$ cat config.mk
export PLATFORM = sky130hd
export DESIGN_NAME = lbm_config
export DESIGN_NICKNAME = d
export VERILOG_FILES = /design/src/logic/lbm_pkg.sv /design/src/logic/lbm_config.sv
export SDC_FILE = /design/constraint.sdc
export NUM_CORES = 1
export LEC_CHECK = 0
export BUFFER_PORTS_ARGS = -buffer_cell sky130_fd_sc_hd__buf_2
export CORE_UTILIZATION = 25
export CTS_BUF_LIST = sky130_fd_sc_hd__clkbuf_16
export CTS_CLUSTER_DIAMETER = 200
export DETAILED_ROUTE_END_ITERATION = 8
export PLACE_DENSITY = 0.5
export SLEW_MARGIN = 20
export SYNTH_ARGS = -nofsm -noshare
export SYNTH_HDL_FRONTEND = slang
export SYNTH_SLANG_ARGS = --single-unit
$ cat constraint.sdc
create_clock -name clk -period 7.9 [get_ports clk]
set_input_delay 1.185 -clock clk [delete_from_list [all_inputs] [get_ports clk]]
set_output_delay 1.185 -clock clk [all_outputs]
set_load 0.05 [all_outputs]
$ cat src/logic/lbm_pkg.sv
package lbm_pkg;

    ////////////////////////////////////////
    // Data types
    ////////////////////////////////////////

    // One fixed-point distribution value
    typedef logic [15:0] dist_t;

    // D2Q9 directions clockwise from north after the rest direction
    typedef enum logic [3:0] {
        DIR_0,
        DIR_N,
        DIR_NE,
        DIR_E,
        DIR_SE,
        DIR_S,
        DIR_SW,
        DIR_W,
        DIR_NW
    } dir_e;

    // Rest direction sits in the low bits so the vector indexes like dir_e
    typedef struct packed {
        dist_t f_nw;
        dist_t f_w;
        dist_t f_sw;
        dist_t f_s;
        dist_t f_se;
        dist_t f_e;
        dist_t f_ne;
        dist_t f_n;
        dist_t f_0;
    } dist_vec_t;

    typedef enum logic [2:0] {
        MAP_NONE,
        MAP_INIT,
        MAP_STREAM,
        MAP_BOUNCE,
        MAP_ZERO
    } map_op_e;

    typedef enum logic [1:0] {
        BANK_CUR,
        BANK_NXT,
        BANK_BOTH
    } bank_e;

    typedef enum logic [2:0] {
        IDLE,
        INIT,
        STREAM,
        STREAM_WAIT,
        BOUNCE,
        BOUNCE_WAIT,
        ZERO,
        SWAP
    } sweep_state_e;

    typedef logic [15:0] step_cnt_t;

    typedef struct packed {
        dist_vec_t init_vec;
        step_cnt_t step_target;
    } cfg_t;

    ////////////////////////////////////////
    // Constants
    ////////////////////////////////////////

    localparam int RAM_READ_WAIT = 1;

    // Horizontal step of each direction
    localparam int DIR_DX [9] = '{0, 0, 1, 1, 1, 0, -1, -1, -1};

    // Reflected direction for bounce-back
    localparam dir_e DIR_OPP [9] = '{
        DIR_0, DIR_S, DIR_SW, DIR_W, DIR_NW, DIR_N, DIR_NE, DIR_E, DIR_SE
    };

endpackage

$ cat src/logic/lbm_config.sv
`timescale 1ns/1ps

module lbm_config (
    input  logic                 clk,
    input  logic                 rst,
    input  logic                 cfg_strobe,
    input  lbm_pkg::cfg_t        cfg,
    input  logic                 busy,
    input  logic                 step_done,
    output lbm_pkg::dist_vec_t   init_vec,
    output logic                 init_req,
    output logic                 run_req,
    output lbm_pkg::step_cnt_t   step_count
);
    import lbm_pkg::*;

    step_cnt_t step_target;
    logic      accept;

    // Strobes arriving mid-run are dropped
    assign accept   = cfg_strobe && !busy;
    assign init_req = accept;

    // Keep stepping until the counter reaches the target
    assign run_req = (step_count < step_target);

    always_ff @(posedge clk or negedge rst)
    begin
        if (!rst)
        begin
            step_target <= '0;
            step_count  <= '0;
        end
        else if (accept)
        begin
            step_target <= cfg.step_target;
            step_count  <= '0;
        end
        else if (step_done)
        begin
            step_count <= step_count + 1'b1;
        end
    end

    // Init vector is held for the whole INIT sweep
    always_ff @(posedge clk)
    begin
        if (accept)
        begin
            init_vec <= cfg.init_vec;
        end
    end

endmodule

==> out/metrics.csv <==
metric,value,unit
"Area growth, synth to finish",43.5,%
outcome,finished clean,
GPL Wtd Cong,0.710,
Final WS setup,4.46,ns
"CTS clk-pin slew, worst paths",0.07,ns
Vias/cell,3.98,
worst skew pair latency,0.42,ns
# port buffers,326,
root buf cell,clkbuf_16,
first-pass GRT wire length,23400,microns
R2R Path End,step_count[12]$_DFFE_PN0P_,
syn avg cell area,18.3,sq um
syn nets,513,
register area share after synthesis,0.844,
drt first pass iters,4,
Pwr per Cell Area,266,mW/mm^2
Routed Antenna Nets,0,
die area,0.0249,sq mm
"Setup violations, final",0,
r2r setup slk,6.14,ns
Initial DRC Count,172,
Nets,855,
core area,0.0237,sq mm
CP max FO,6,
Initial Util,0.256,
crit path DAT,2.26,ns
synthesized cell area,0.00607,sq mm
hold path cells,1,
"FFs w/ async S/R, synth",0.182,
share of the synthesized area in the top cell type,0.712,
RSZ-0062 raised after global routing,no,
height of the chip,158,microns
Final Max Slew Viols,0,
Tcrit/Tclk final,0.436,
Max rail drop VDD,0.129,mV
via count of the first global-routing pass,3715,
largest net degree at the start of global routing,82,
Crit Reg-Reg Startpoint,step_count[0]$_DFFE_PN0P_,
HPWL Detailed,13000,microns
Global Route Usage Sum,0.133,
min Tclk post-route,3.44,ns
routed len/inst,17.0,microns
Hold Crit Start,step_target[0]$_DFFE_PN0P_,
Mapped Cells,332,
DRC viols,0,
Slew headroom,0.327,
hold path endpoint,step_target[0]$_DFFE_PN0P_,
hold-fix buffers at CTS,0,
Most used DFF post-synth,edfxtp_1,
MaxCap Viol Count,0,
pre-CTS setup slack,4.45,ns
Sinks on Clock Net,176,
Post-CTS Setup Inserts,0,
leading area contributor after synthesis,edfxtp_1,
Max Freq,291,MHz
share of layout cells above drive strength 1,0.534,
Least-Margin Pin Slew,1.01,ns
Post-CTS Resized,0,
LEAKAGE,3.80,nW
routed vias,4017,
die width,158,microns
initial antenna violation count,6,
Cells after DPL,974,
Ports,327,
synth warn,0,
Hold Fails Final Rpt,0,
Setup Total Neg Slack,0,ns
startpoint type of the worst setup path,flop,
Worst Path Required,6.71,ns
Power Total,0.00232,W
CTS tree,built,
Worst Reg-to-Reg Cells,5,
CP Class,flop to output pin,
Post-synth EDFFs,144,
H-tree Lvls,4,
final std cells w/o fill,1010,
Num CTS Buffers,17,
synthesis-stage register bit count,176,
final core occ,0.368,
HP Class,flop to flop,
Core Rows,56,
Layout Skew,0.00395,ns
grt total ovfl,0,
Detailed Route WL,17200,microns
Synth area leaders,"edfxtp_1 (71%), dfrtp_1 (13%), ha_1 (3.3%), o21ai_0 (1.6%), nand2_1 (1.3%)",
endpoint type of the worst setup path,output pin,
Unique masters post-synth,32,
clock buffer depth,2,
[registers in the layout (all words and copies together) (netlist names)]
name         cells
step_count      16
init_vec       144
step_target     16
[where the power goes]
group          leakage (nW)  switching (W)  internal [W]  total [W]
clock                 0.293       0.000414      0.000426   0.000840
sequential             1.77      0.0000257       0.00108    0.00110
combinational          1.74       0.000285     0.0000883   0.000374
[critical path, cell delays in order, from the launching register on]
cell	delay, ns
dfrtp_1	0.46
ha_1	0.33
a21oi_1	0.18
o21ai_0	0.12
a221o_1	0.33
a21oi_1	0.12
buf_2	0.28
[cell type report]
class                      instances  area (sq um)
clock inverter                    15           171
clock buffer                      17           425
tap                              319           399
antenna                            4          10.0
timing repair buffer             329          1650
sequential                       176          5120
fill                            2344         15000
multi-input combinational        131           860
inverter                          19          71.3
[per-stage QoR]
step	hold slack (ns)	area, sq um
after floorplan	0.482	6070
after global placement	0.517	8110
after detailed placement	0.508	8110
after CTS	0.525	8710
after global routing	0.550	8710
final	0.525	8720
[cells by family (layout without fill, tap and decap cells)]
family	after synthesis	after routing	synth area share
AOI/OAI and AO/OA	35	35	0.0330
muxes	4	4	0.00721
xor gates and xnor gates	9	9	0.0130
and+or+nand+nor	67	67	0.0542
other	0	4	0
adders and majority gates	16	16	0.0330
DFF	176	176	0.844
buffers and inverters	25	380	0.0161
[worst max path at each step]
stage | from | end | slack, ns | depth (start not counted)
after floorplan | cfg_strobe | init_req | 0.49 | 3
after global placement | busy | init_req | 4.46 | 4
after detailed placement | busy | init_req | 4.45 | 4
after CTS | step_count[11]$_DFFE_PN0P_ | run_req | 4.43 | 6
after global routing | step_count[1]$_DFFE_PN0P_ | run_req | 4.36 | 5
final | step_count[11]$_DFFE_PN0P_ | run_req | 4.46 | 6
[synth_stat cells, types with 2 or more instances]
cell and count:
mux2_2 3, dfrtp_1 32, inv_1 19, nor4_1 3, edfxtp_1 144, nand3_1 8, nor2_1 14, nand4_1 6
xor2_1 3, a21oi_1 7, nor3_1 3, o21ai_0 20, or3_1 2, nand2_1 21, clkbuf_1 5, nor2b_1 3
xnor2_1 6, a21o_1 4, ha_1 16
[placed cells by master (no fill, tap or decap), drive strengths merged]
master,count
a21oi,7
and3,1
ha,16
nor2,14
nor4,3
nand4,6
clkinv,8
or3,3
a21o,4
xor2,3
mux2i,1
nand3,9
edfxtp,144
o21ai,20
nor3,3
a2111oi,1
and4,2
nand2,21
diode,4
o21a,1
mux2,3
xnor2,6
buf,329
nor2b,3
a221o,1
dfrtp,32
nand2b,1
and2,1
clkbuf,17
inv,26
o311ai,1
[layer usage]
layer  track usage  wire (microns)  up-vias
met5             0              23        -
met4        0.0527             257        4
met3        0.0537            1580       21
met2         0.233            8810      159
met1         0.142            6530     1901
li1              -               -     1932
(Power assumes the default switching activity.)
