**src/logic/lbm_pkg.sv**
```systemverilog
package lbm_pkg;

    ////////////////////////////////////////
    // Data types
    ////////////////////////////////////////

    // One fixed-point distribution value
    typedef logic [15:0] dist_t;

    // D2Q9 directions clockwise from north after the rest direction
    typedef enum logic [3:0] {
        DIR_0,
        DIR_N,
        DIR_NE,
        DIR_E,
        DIR_SE,
        DIR_S,
        DIR_SW,
        DIR_W,
        DIR_NW
    } dir_e;

    // Rest direction sits in the low bits so the vector indexes like dir_e
    typedef struct packed {
        dist_t f_nw;
        dist_t f_w;
        dist_t f_sw;
        dist_t f_s;
        dist_t f_se;
        dist_t f_e;
        dist_t f_ne;
        dist_t f_n;
        dist_t f_0;
    } dist_vec_t;

    typedef enum logic [2:0] {
        MAP_NONE,
        MAP_INIT,
        MAP_STREAM,
        MAP_BOUNCE,
        MAP_ZERO
    } map_op_e;

    typedef enum logic [1:0] {
        BANK_CUR,
        BANK_NXT,
        BANK_BOTH
    } bank_e;

    typedef enum logic [2:0] {
        IDLE,
        INIT,
        STREAM,
        STREAM_WAIT,
        BOUNCE,
        BOUNCE_WAIT,
        ZERO,
        SWAP
    } sweep_state_e;

    typedef logic [15:0] step_cnt_t;

    typedef struct packed {
        dist_vec_t init_vec;
        step_cnt_t step_target;
    } cfg_t;

    ////////////////////////////////////////
    // Constants
    ////////////////////////////////////////

    localparam int RAM_READ_WAIT = 1;

    // Horizontal step of each direction
    localparam int DIR_DX [9] = '{0, 0, 1, 1, 1, 0, -1, -1, -1};

    // Reflected direction for bounce-back
    localparam dir_e DIR_OPP [9] = '{
        DIR_0, DIR_S, DIR_SW, DIR_W, DIR_NW, DIR_N, DIR_NE, DIR_E, DIR_SE
    };

endpackage

```
**src/logic/lbm_sequencer.sv**
```systemverilog
`timescale 1ns/1ps

module lbm_sequencer #(
    parameter int GRID_W = 8,
    parameter int GRID_H = 8,
    parameter int ADDR_W = 6,
    localparam int COL_W = $clog2(GRID_W)
) (
    input  logic                       clk,
    input  logic                       rst,
    input  logic                       init_req,
    input  logic                       run_req,
    input  logic [GRID_W*GRID_H-1:0]   barriers,
    output logic [ADDR_W-1:0]          cell_addr,
    output logic [COL_W-1:0]           col,
    output lbm_pkg::map_op_e           map_op,
    output logic [ADDR_W-1:0]          rd_addr,
    output logic                       swap,
    output logic                       step_done,
    output logic                       busy
);
    import lbm_pkg::*;

    ////////////////////////////////////////
    // Sweep bounds
    ////////////////////////////////////////

    localparam logic [ADDR_W-1:0] LAST_CELL    = ADDR_W'(GRID_W * GRID_H - 1);
    localparam logic [ADDR_W-1:0] STREAM_FIRST = ADDR_W'(GRID_W + 1);
    localparam logic [ADDR_W-1:0] STREAM_LAST  = ADDR_W'((GRID_H - 1) * GRID_W - 2);
    localparam logic [ADDR_W-1:0] BOUNCE_FIRST = ADDR_W'(2 * GRID_W + 2);
    localparam logic [ADDR_W-1:0] BOUNCE_LAST  = ADDR_W'((GRID_H - 2) * GRID_W - 3);

    localparam logic [COL_W-1:0] COL_LAST       = COL_W'(GRID_W - 1);
    localparam logic [COL_W-1:0] STREAM_COL_END = COL_W'(GRID_W - 2);
    localparam logic [COL_W-1:0] BOUNCE_COL_END = COL_W'(GRID_W - 3);

    // Wait states count down to zero, then issue the write
    localparam logic [1:0] WAIT_LOAD = 2'(RAM_READ_WAIT - 1);

    sweep_state_e      state;
    sweep_state_e      state_nxt;
    logic [ADDR_W-1:0] idx;
    logic [ADDR_W-1:0] idx_nxt;
    logic [COL_W-1:0]  col_nxt;
    logic [1:0]        wait_cnt;
    logic [1:0]        wait_nxt;
    logic              barrier_here;
    logic              next_stream;
    logic              next_bounce;
    logic              wr_pending;

    assign barrier_here = barriers[idx];
    assign cell_addr    = idx;
    assign rd_addr      = idx;

    assign step_done = (state == SWAP);
    assign swap      = (state == SWAP);

    // Held high between steps while more remain and until the last write lands
    assign busy = (state != IDLE) || run_req || wr_pending;

    ////////////////////////////////////////
    // Next state
    ////////////////////////////////////////

    always_comb
    begin
        state_nxt   = state;
        idx_nxt     = idx;
        col_nxt     = col;
        wait_nxt    = wait_cnt;
        map_op      = MAP_NONE;
        next_stream = 1'b0;
        next_bounce = 1'b0;

        case (state)
            IDLE:
            begin
                if (init_req)
                begin
                    state_nxt = INIT;
                    idx_nxt   = '0;
                    col_nxt   = '0;
                end
                else if (run_req)
                begin
                    state_nxt = STREAM;
                    idx_nxt   = STREAM_FIRST;
                    col_nxt   = COL_W'(1);
                end
            end

            INIT, ZERO:
            begin
                if (state == INIT)
                begin
                    map_op = MAP_INIT;
                end
                else if (barrier_here)
                begin
                    map_op = MAP_ZERO;
                end

                if (idx == LAST_CELL)
                begin
                    state_nxt = (state == INIT) ? IDLE : SWAP;
                end
                else
                begin
                    idx_nxt = idx + 1'b1;
                    col_nxt = (col == COL_LAST) ? '0 : col + 1'b1;
                end
            end

            STREAM:
            begin
                // Barrier cells hold nothing to push
                if (!barrier_here)
                begin
                    state_nxt = STREAM_WAIT;
                    wait_nxt  = WAIT_LOAD;
                end
                else
                begin
                    next_stream = 1'b1;
                end
            end

            STREAM_WAIT:
            begin
                if (wait_cnt != '0)
                begin
                    wait_nxt = wait_cnt - 1'b1;
                end
                else
                begin
                    map_op      = MAP_STREAM;
                    next_stream = 1'b1;
                end
            end

            BOUNCE:
            begin
                // Only barriers need their next-bank values read
                if (barrier_here)
                begin
                    state_nxt = BOUNCE_WAIT;
                    wait_nxt  = WAIT_LOAD;
                end
                else
                begin
                    next_bounce = 1'b1;
                end
            end

            BOUNCE_WAIT:
            begin
                if (wait_cnt != '0)
                begin
                    wait_nxt = wait_cnt - 1'b1;
                end
                else
                begin
                    map_op      = MAP_BOUNCE;
                    next_bounce = 1'b1;
                end
            end

            SWAP:
            begin
                state_nxt = IDLE;
            end

            default:
            begin
                state_nxt = IDLE;
            end
        endcase

        // Stream region skips the outer ring with a jump of three cells at each row end
        if (next_stream)
        begin
            if (idx == STREAM_LAST)
            begin
                state_nxt = BOUNCE;
                idx_nxt   = BOUNCE_FIRST;
                col_nxt   = COL_W'(2);
            end
            else
            begin
                state_nxt = STREAM;
                idx_nxt   = (col == STREAM_COL_END) ? idx + ADDR_W'(3) : idx + 1'b1;
                col_nxt   = (col == STREAM_COL_END) ? COL_W'(1) : col + 1'b1;
            end
        end

        // Inner region keeps a two-cell margin and jumps five cells at each row end
        if (next_bounce)
        begin
            if (idx == BOUNCE_LAST)
            begin
                state_nxt = ZERO;
                idx_nxt   = '0;
                col_nxt   = '0;
            end
            else
            begin
                state_nxt = BOUNCE;
                idx_nxt   = (col == BOUNCE_COL_END) ? idx + ADDR_W'(5) : idx + 1'b1;
                col_nxt   = (col == BOUNCE_COL_END) ? COL_W'(2) : col + 1'b1;
            end
        end
    end

    always_ff @(posedge clk or negedge rst)
    begin
        if (!rst)
        begin
            state      <= IDLE;
            idx        <= '0;
            col        <= '0;
            wait_cnt   <= '0;
            wr_pending <= 1'b0;
        end
        else
        begin
            state      <= state_nxt;
            idx        <= idx_nxt;
            col        <= col_nxt;
            wait_cnt   <= wait_nxt;
            wr_pending <= (map_op != MAP_NONE);
        end
    end

endmodule

```
**config.mk**
```make
export PLATFORM = sky130hd
export DESIGN_NAME = lbm_sequencer
export DESIGN_NICKNAME = d
export VERILOG_FILES = /design/src/logic/lbm_pkg.sv /design/src/logic/lbm_sequencer.sv
export SDC_FILE = /design/constraint.sdc
export NUM_CORES = 1
export LEC_CHECK = 0
export BUFFER_PORTS_ARGS = -buffer_cell sky130_fd_sc_hd__buf_4
export CORE_ASPECT_RATIO = 0.75
export CORE_MARGIN = 2
export CORE_UTILIZATION = 40
export DETAILED_ROUTE_END_ITERATION = 8
export PLACE_DENSITY = 0.68
export SYNTH_ARGS = -nofsm -noshare
export SYNTH_HDL_FRONTEND = slang
export SYNTH_SLANG_ARGS = --single-unit
```
**constraint.sdc**
```tcl
create_clock -name clk -period 8.47 [get_ports clk]
set_clock_uncertainty 0.1 [all_clocks]
set_input_delay 2.541 -clock clk [delete_from_list [all_inputs] [get_ports clk]]
set_output_delay 2.541 -clock clk [all_outputs]
set_load 0.02 [all_outputs]
```
==> results.sh <==
export IMPL_syn_to_final_growth_pct=29.7
export IMPL_cts_num_sinks=15
export IMPL_start_kind="input port"
export IMPL_synthCells=287
export IMPL_min_delay_start="wait_cnt[1]"
export IMPL_cts_resized_gates=0
export IMPL_vdd_ir_drop_max_mv=0.229
export IMPL_gr_usage_all_layers=0.227
export IMPL_routed_wl_mm=6.94
export IMPL_drc=0
export IMPL_ys_warnings_count=0
export IMPL_dieArea_um2=6130
export IMPL_cts_htree_levels=1
export IMPL_drive_above_1_share=0.299
export IMPL_finalHoldViolCount=0
export IMPL_max_slew_margin=0.385
export IMPL_grt_max_degree=39
export IMPL_first_iter_violations=202
export IMPL_drtPass1Iterations=4
export IMPL_ys_flop_type="dfrtp_1"
export IMPL_core_um2=5320
export IMPL_clk_latency_ns=0.25
export IMPL_drv_slew=0
export IMPL_finalPower_uw=999
export IMPL_cts_inserted_buffers=3
export IMPL_postCtsSetupBuffers=0
export IMPL_cts_tree="done"
export IMPL_ctsLongestPathBuffers=2
export IMPL_p_per_area_nw_per_um2=349
export IMPL_rr_startpoint="cell_addr[1]"
export IMPL_fillCellCount=532
export IMPL_die_w_um=89.7
export IMPL_finalSetupViolCount=0
export IMPL_dieHeight_um=68.3
export IMPL_antenna_found_initial=0
export IMPL_grt_pass1_wl_mm=11.4
export IMPL_rows=23
export IMPL_p_leak_nw=1.31
export IMPL_viasPerCell=5.79
export IMPL_path_clk_slew_ns=0.07
export IMPL_grt_pass1_vias=2317
export IMPL_synth_fp_nets=366
export IMPL_worst_slew_pin_transition_ns=0.923
export IMPL_layout_setup_ws_ns=1.68
export IMPL_ys_ff_latch=15
export IMPL_place_congestion=0.937
export IMPL_antenna_cells=0
export IMPL_nNetsFinal=435
export IMPL_path_class="input port to output port"
export IMPL_overflow=0
export IMPL_initial_utilization=0.414
export IMPL_synth_area_um2=2200
export IMPL_worstSetupEndpointType="output port"
export IMPL_drv_cap=0
export IMPL_synth_cell_types=59
export IMPL_avgSynthCellArea_um2=7.68
export IMPL_hold_class="flop to flop"
export IMPL_cp_required_ns=5.83
export IMPL_routedWlPerCell_um=16.1
export IMPL_crit_arrival_ns=4.15
export IMPL_ioPinCount=89
export IMPL_rsz0062_at_grt="false"
export IMPL_synth_async_reset_ratio=1.00
export IMPL_period_share=0.802
export IMPL_hold_buffers=0
export IMPL_synth_edff_count=0
export IMPL_status="finished, final reports clean"
export IMPL_vias=2488
export IMPL_antenna_left=0
export IMPL_tns_ns=0
export IMPL_synth_seq_area_share=0.170
export IMPL_crit_path_start="barriers[60]"
export IMPL_portBuffers=88
export IMPL_path_max_fanout=5
export IMPL_finalCriticalPeriod_ns=6.79
export IMPL_clockRootBuffer="clkbuf_8"
export IMPL_post_place_ws_ns=1.68
export IMPL_fmax_mhz=147
export IMPL_hpwlAfterDp_mm=5.38
==> critical path, stage by stage <==
cell and delay (ns):
buf_4 0.08, mux4_2 0.21, mux2i_1 0.08, nand2b_1 0.19, and4_1 0.24, or3_1 0.40
nor3_1 0.22, buf_4 0.19
==> layout make-up <==
class / count / area, µm² / share of cell area
Tap cell: 75 / 93.8 / 0.0328
Inverter: 10 / 37.5 / 0.0131
Clock buffer: 3 / 41.3 / 0.0144
Clock inverter: 1 / 5.00 / 0.00175
Timing Repair Buffer: 88 / 661 / 0.231
Sequential cell: 15 / 377 / 0.132
Multi-Input combinational cell: 238 / 1650 / 0.575
==> per-stage QoR <==
step           area [µm²]  utilization  hold slack (ns)  cells
4_1_cts              2860        0.537            0.412    430
5_1_grt              2860        0.537            0.443    430
3_5_place_dp         2810        0.529            0.396    426
6_report             2860        0.537            0.406    430
2_1_floorplan        2200            -            0.381    287
3_3_place_gp         2810        0.529            0.394    426
==> cell usage after synthesis (all sizes together), types with 5 or more instances <==
cell type / count / area (µm²)
inv: 10 / 37.5
mux2i: 25 / 250
a31oi: 9 / 56.3
clkbuf: 9 / 33.8
ha: 11 / 138
nand2: 34 / 128
a22oi: 10 / 75.1
a21oi: 10 / 50.1
or3: 5 / 36.3
and2: 5 / 31.3
nor3: 9 / 55.1
o21ai: 12 / 60.1
nand3: 13 / 65.1
nor2: 27 / 101
buf: 15 / 113
dfrtp: 15 / 375
==> final timing paths <==
check / to / slack (ns) / cells after the start
max in group asynchronous: cell_addr[1] / 6.03 / 1
hold / removal: wait_cnt[1] / 0.41 / 1
hold reg to reg: wait_cnt[1] / 0.41 / 1
min in group asynchronous: cell_addr[2] / 2.04 / 1
setup reg to reg: cell_addr[3] / 5.02 / 8
setup / recovery: map_op[2] / 1.68 / 8
==> power by group <==
group / total, mW / switching (mW) / leakage [nW] / internal (mW)
registers: 0.212 / 0.109 / 0.189 / 0.103
clock network: 0.0602 / 0.0275 / 0.0255 / 0.0326
logic: 0.727 / 0.405 / 1.10 / 0.322
==> cells by family (layout without fill, tap and decap cells) <==
kind of cell / after synthesis / in the layout / synth area share
AO/OA/AOI/OAI: 76 / 76 / 0.238
XOR/XNOR: 3 / 3 / 0.0119
AND/OR/NAND/NOR: 114 / 114 / 0.255
flip-flops: 15 / 15 / 0.170
multiplexers: 33 / 33 / 0.175
adder cells (fa/ha/maj): 12 / 12 / 0.0670
buffers and inverters: 34 / 102 / 0.0834
==> cell usage in the layout, fill, tap and decap left out, types with 4 or more instances in the layout <==
cell type  instances
ha_1              11
nand2b_1           4
mux4_2             4
dfrtp_1           14
o21ai_0           11
a22oi_1           10
inv_1             10
o31ai_1            4
a21oi_1           10
mux2i_1           25
and2_1             5
buf_4             88
or3_1              4
nand2_1           34
o22ai_1            4
nor2_1            27
nand3_1           13
mux2_2             4
o211ai_1           4
nor3_1             7
a31oi_1            9
==> per-layer routing <==
| layer | routed length, µm | global-route usage | share of wire | vias to the layer above |
|---|---|---|---|---|
| met2 | 3120 | 0.392 | 0.45 | 137 |
| met1 | 3100 | 0.302 | 0.45 | 1140 |
| li1 | - | - | - | 1207 |
| met5 | 0 | 0 | 0 | - |
| met4 | 12 | 0.0288 | 0.0017 | 0 |
| met3 | 711 | 0.0551 | 0.10 | 4 |
==> registers in the layout (all words and copies together), names as in the netlist <==
register	flops
cell_addr	6
col	3
state	3
wait_cnt	2
wr_pending	1
Note: power is estimated with default switching activity, not from simulation.
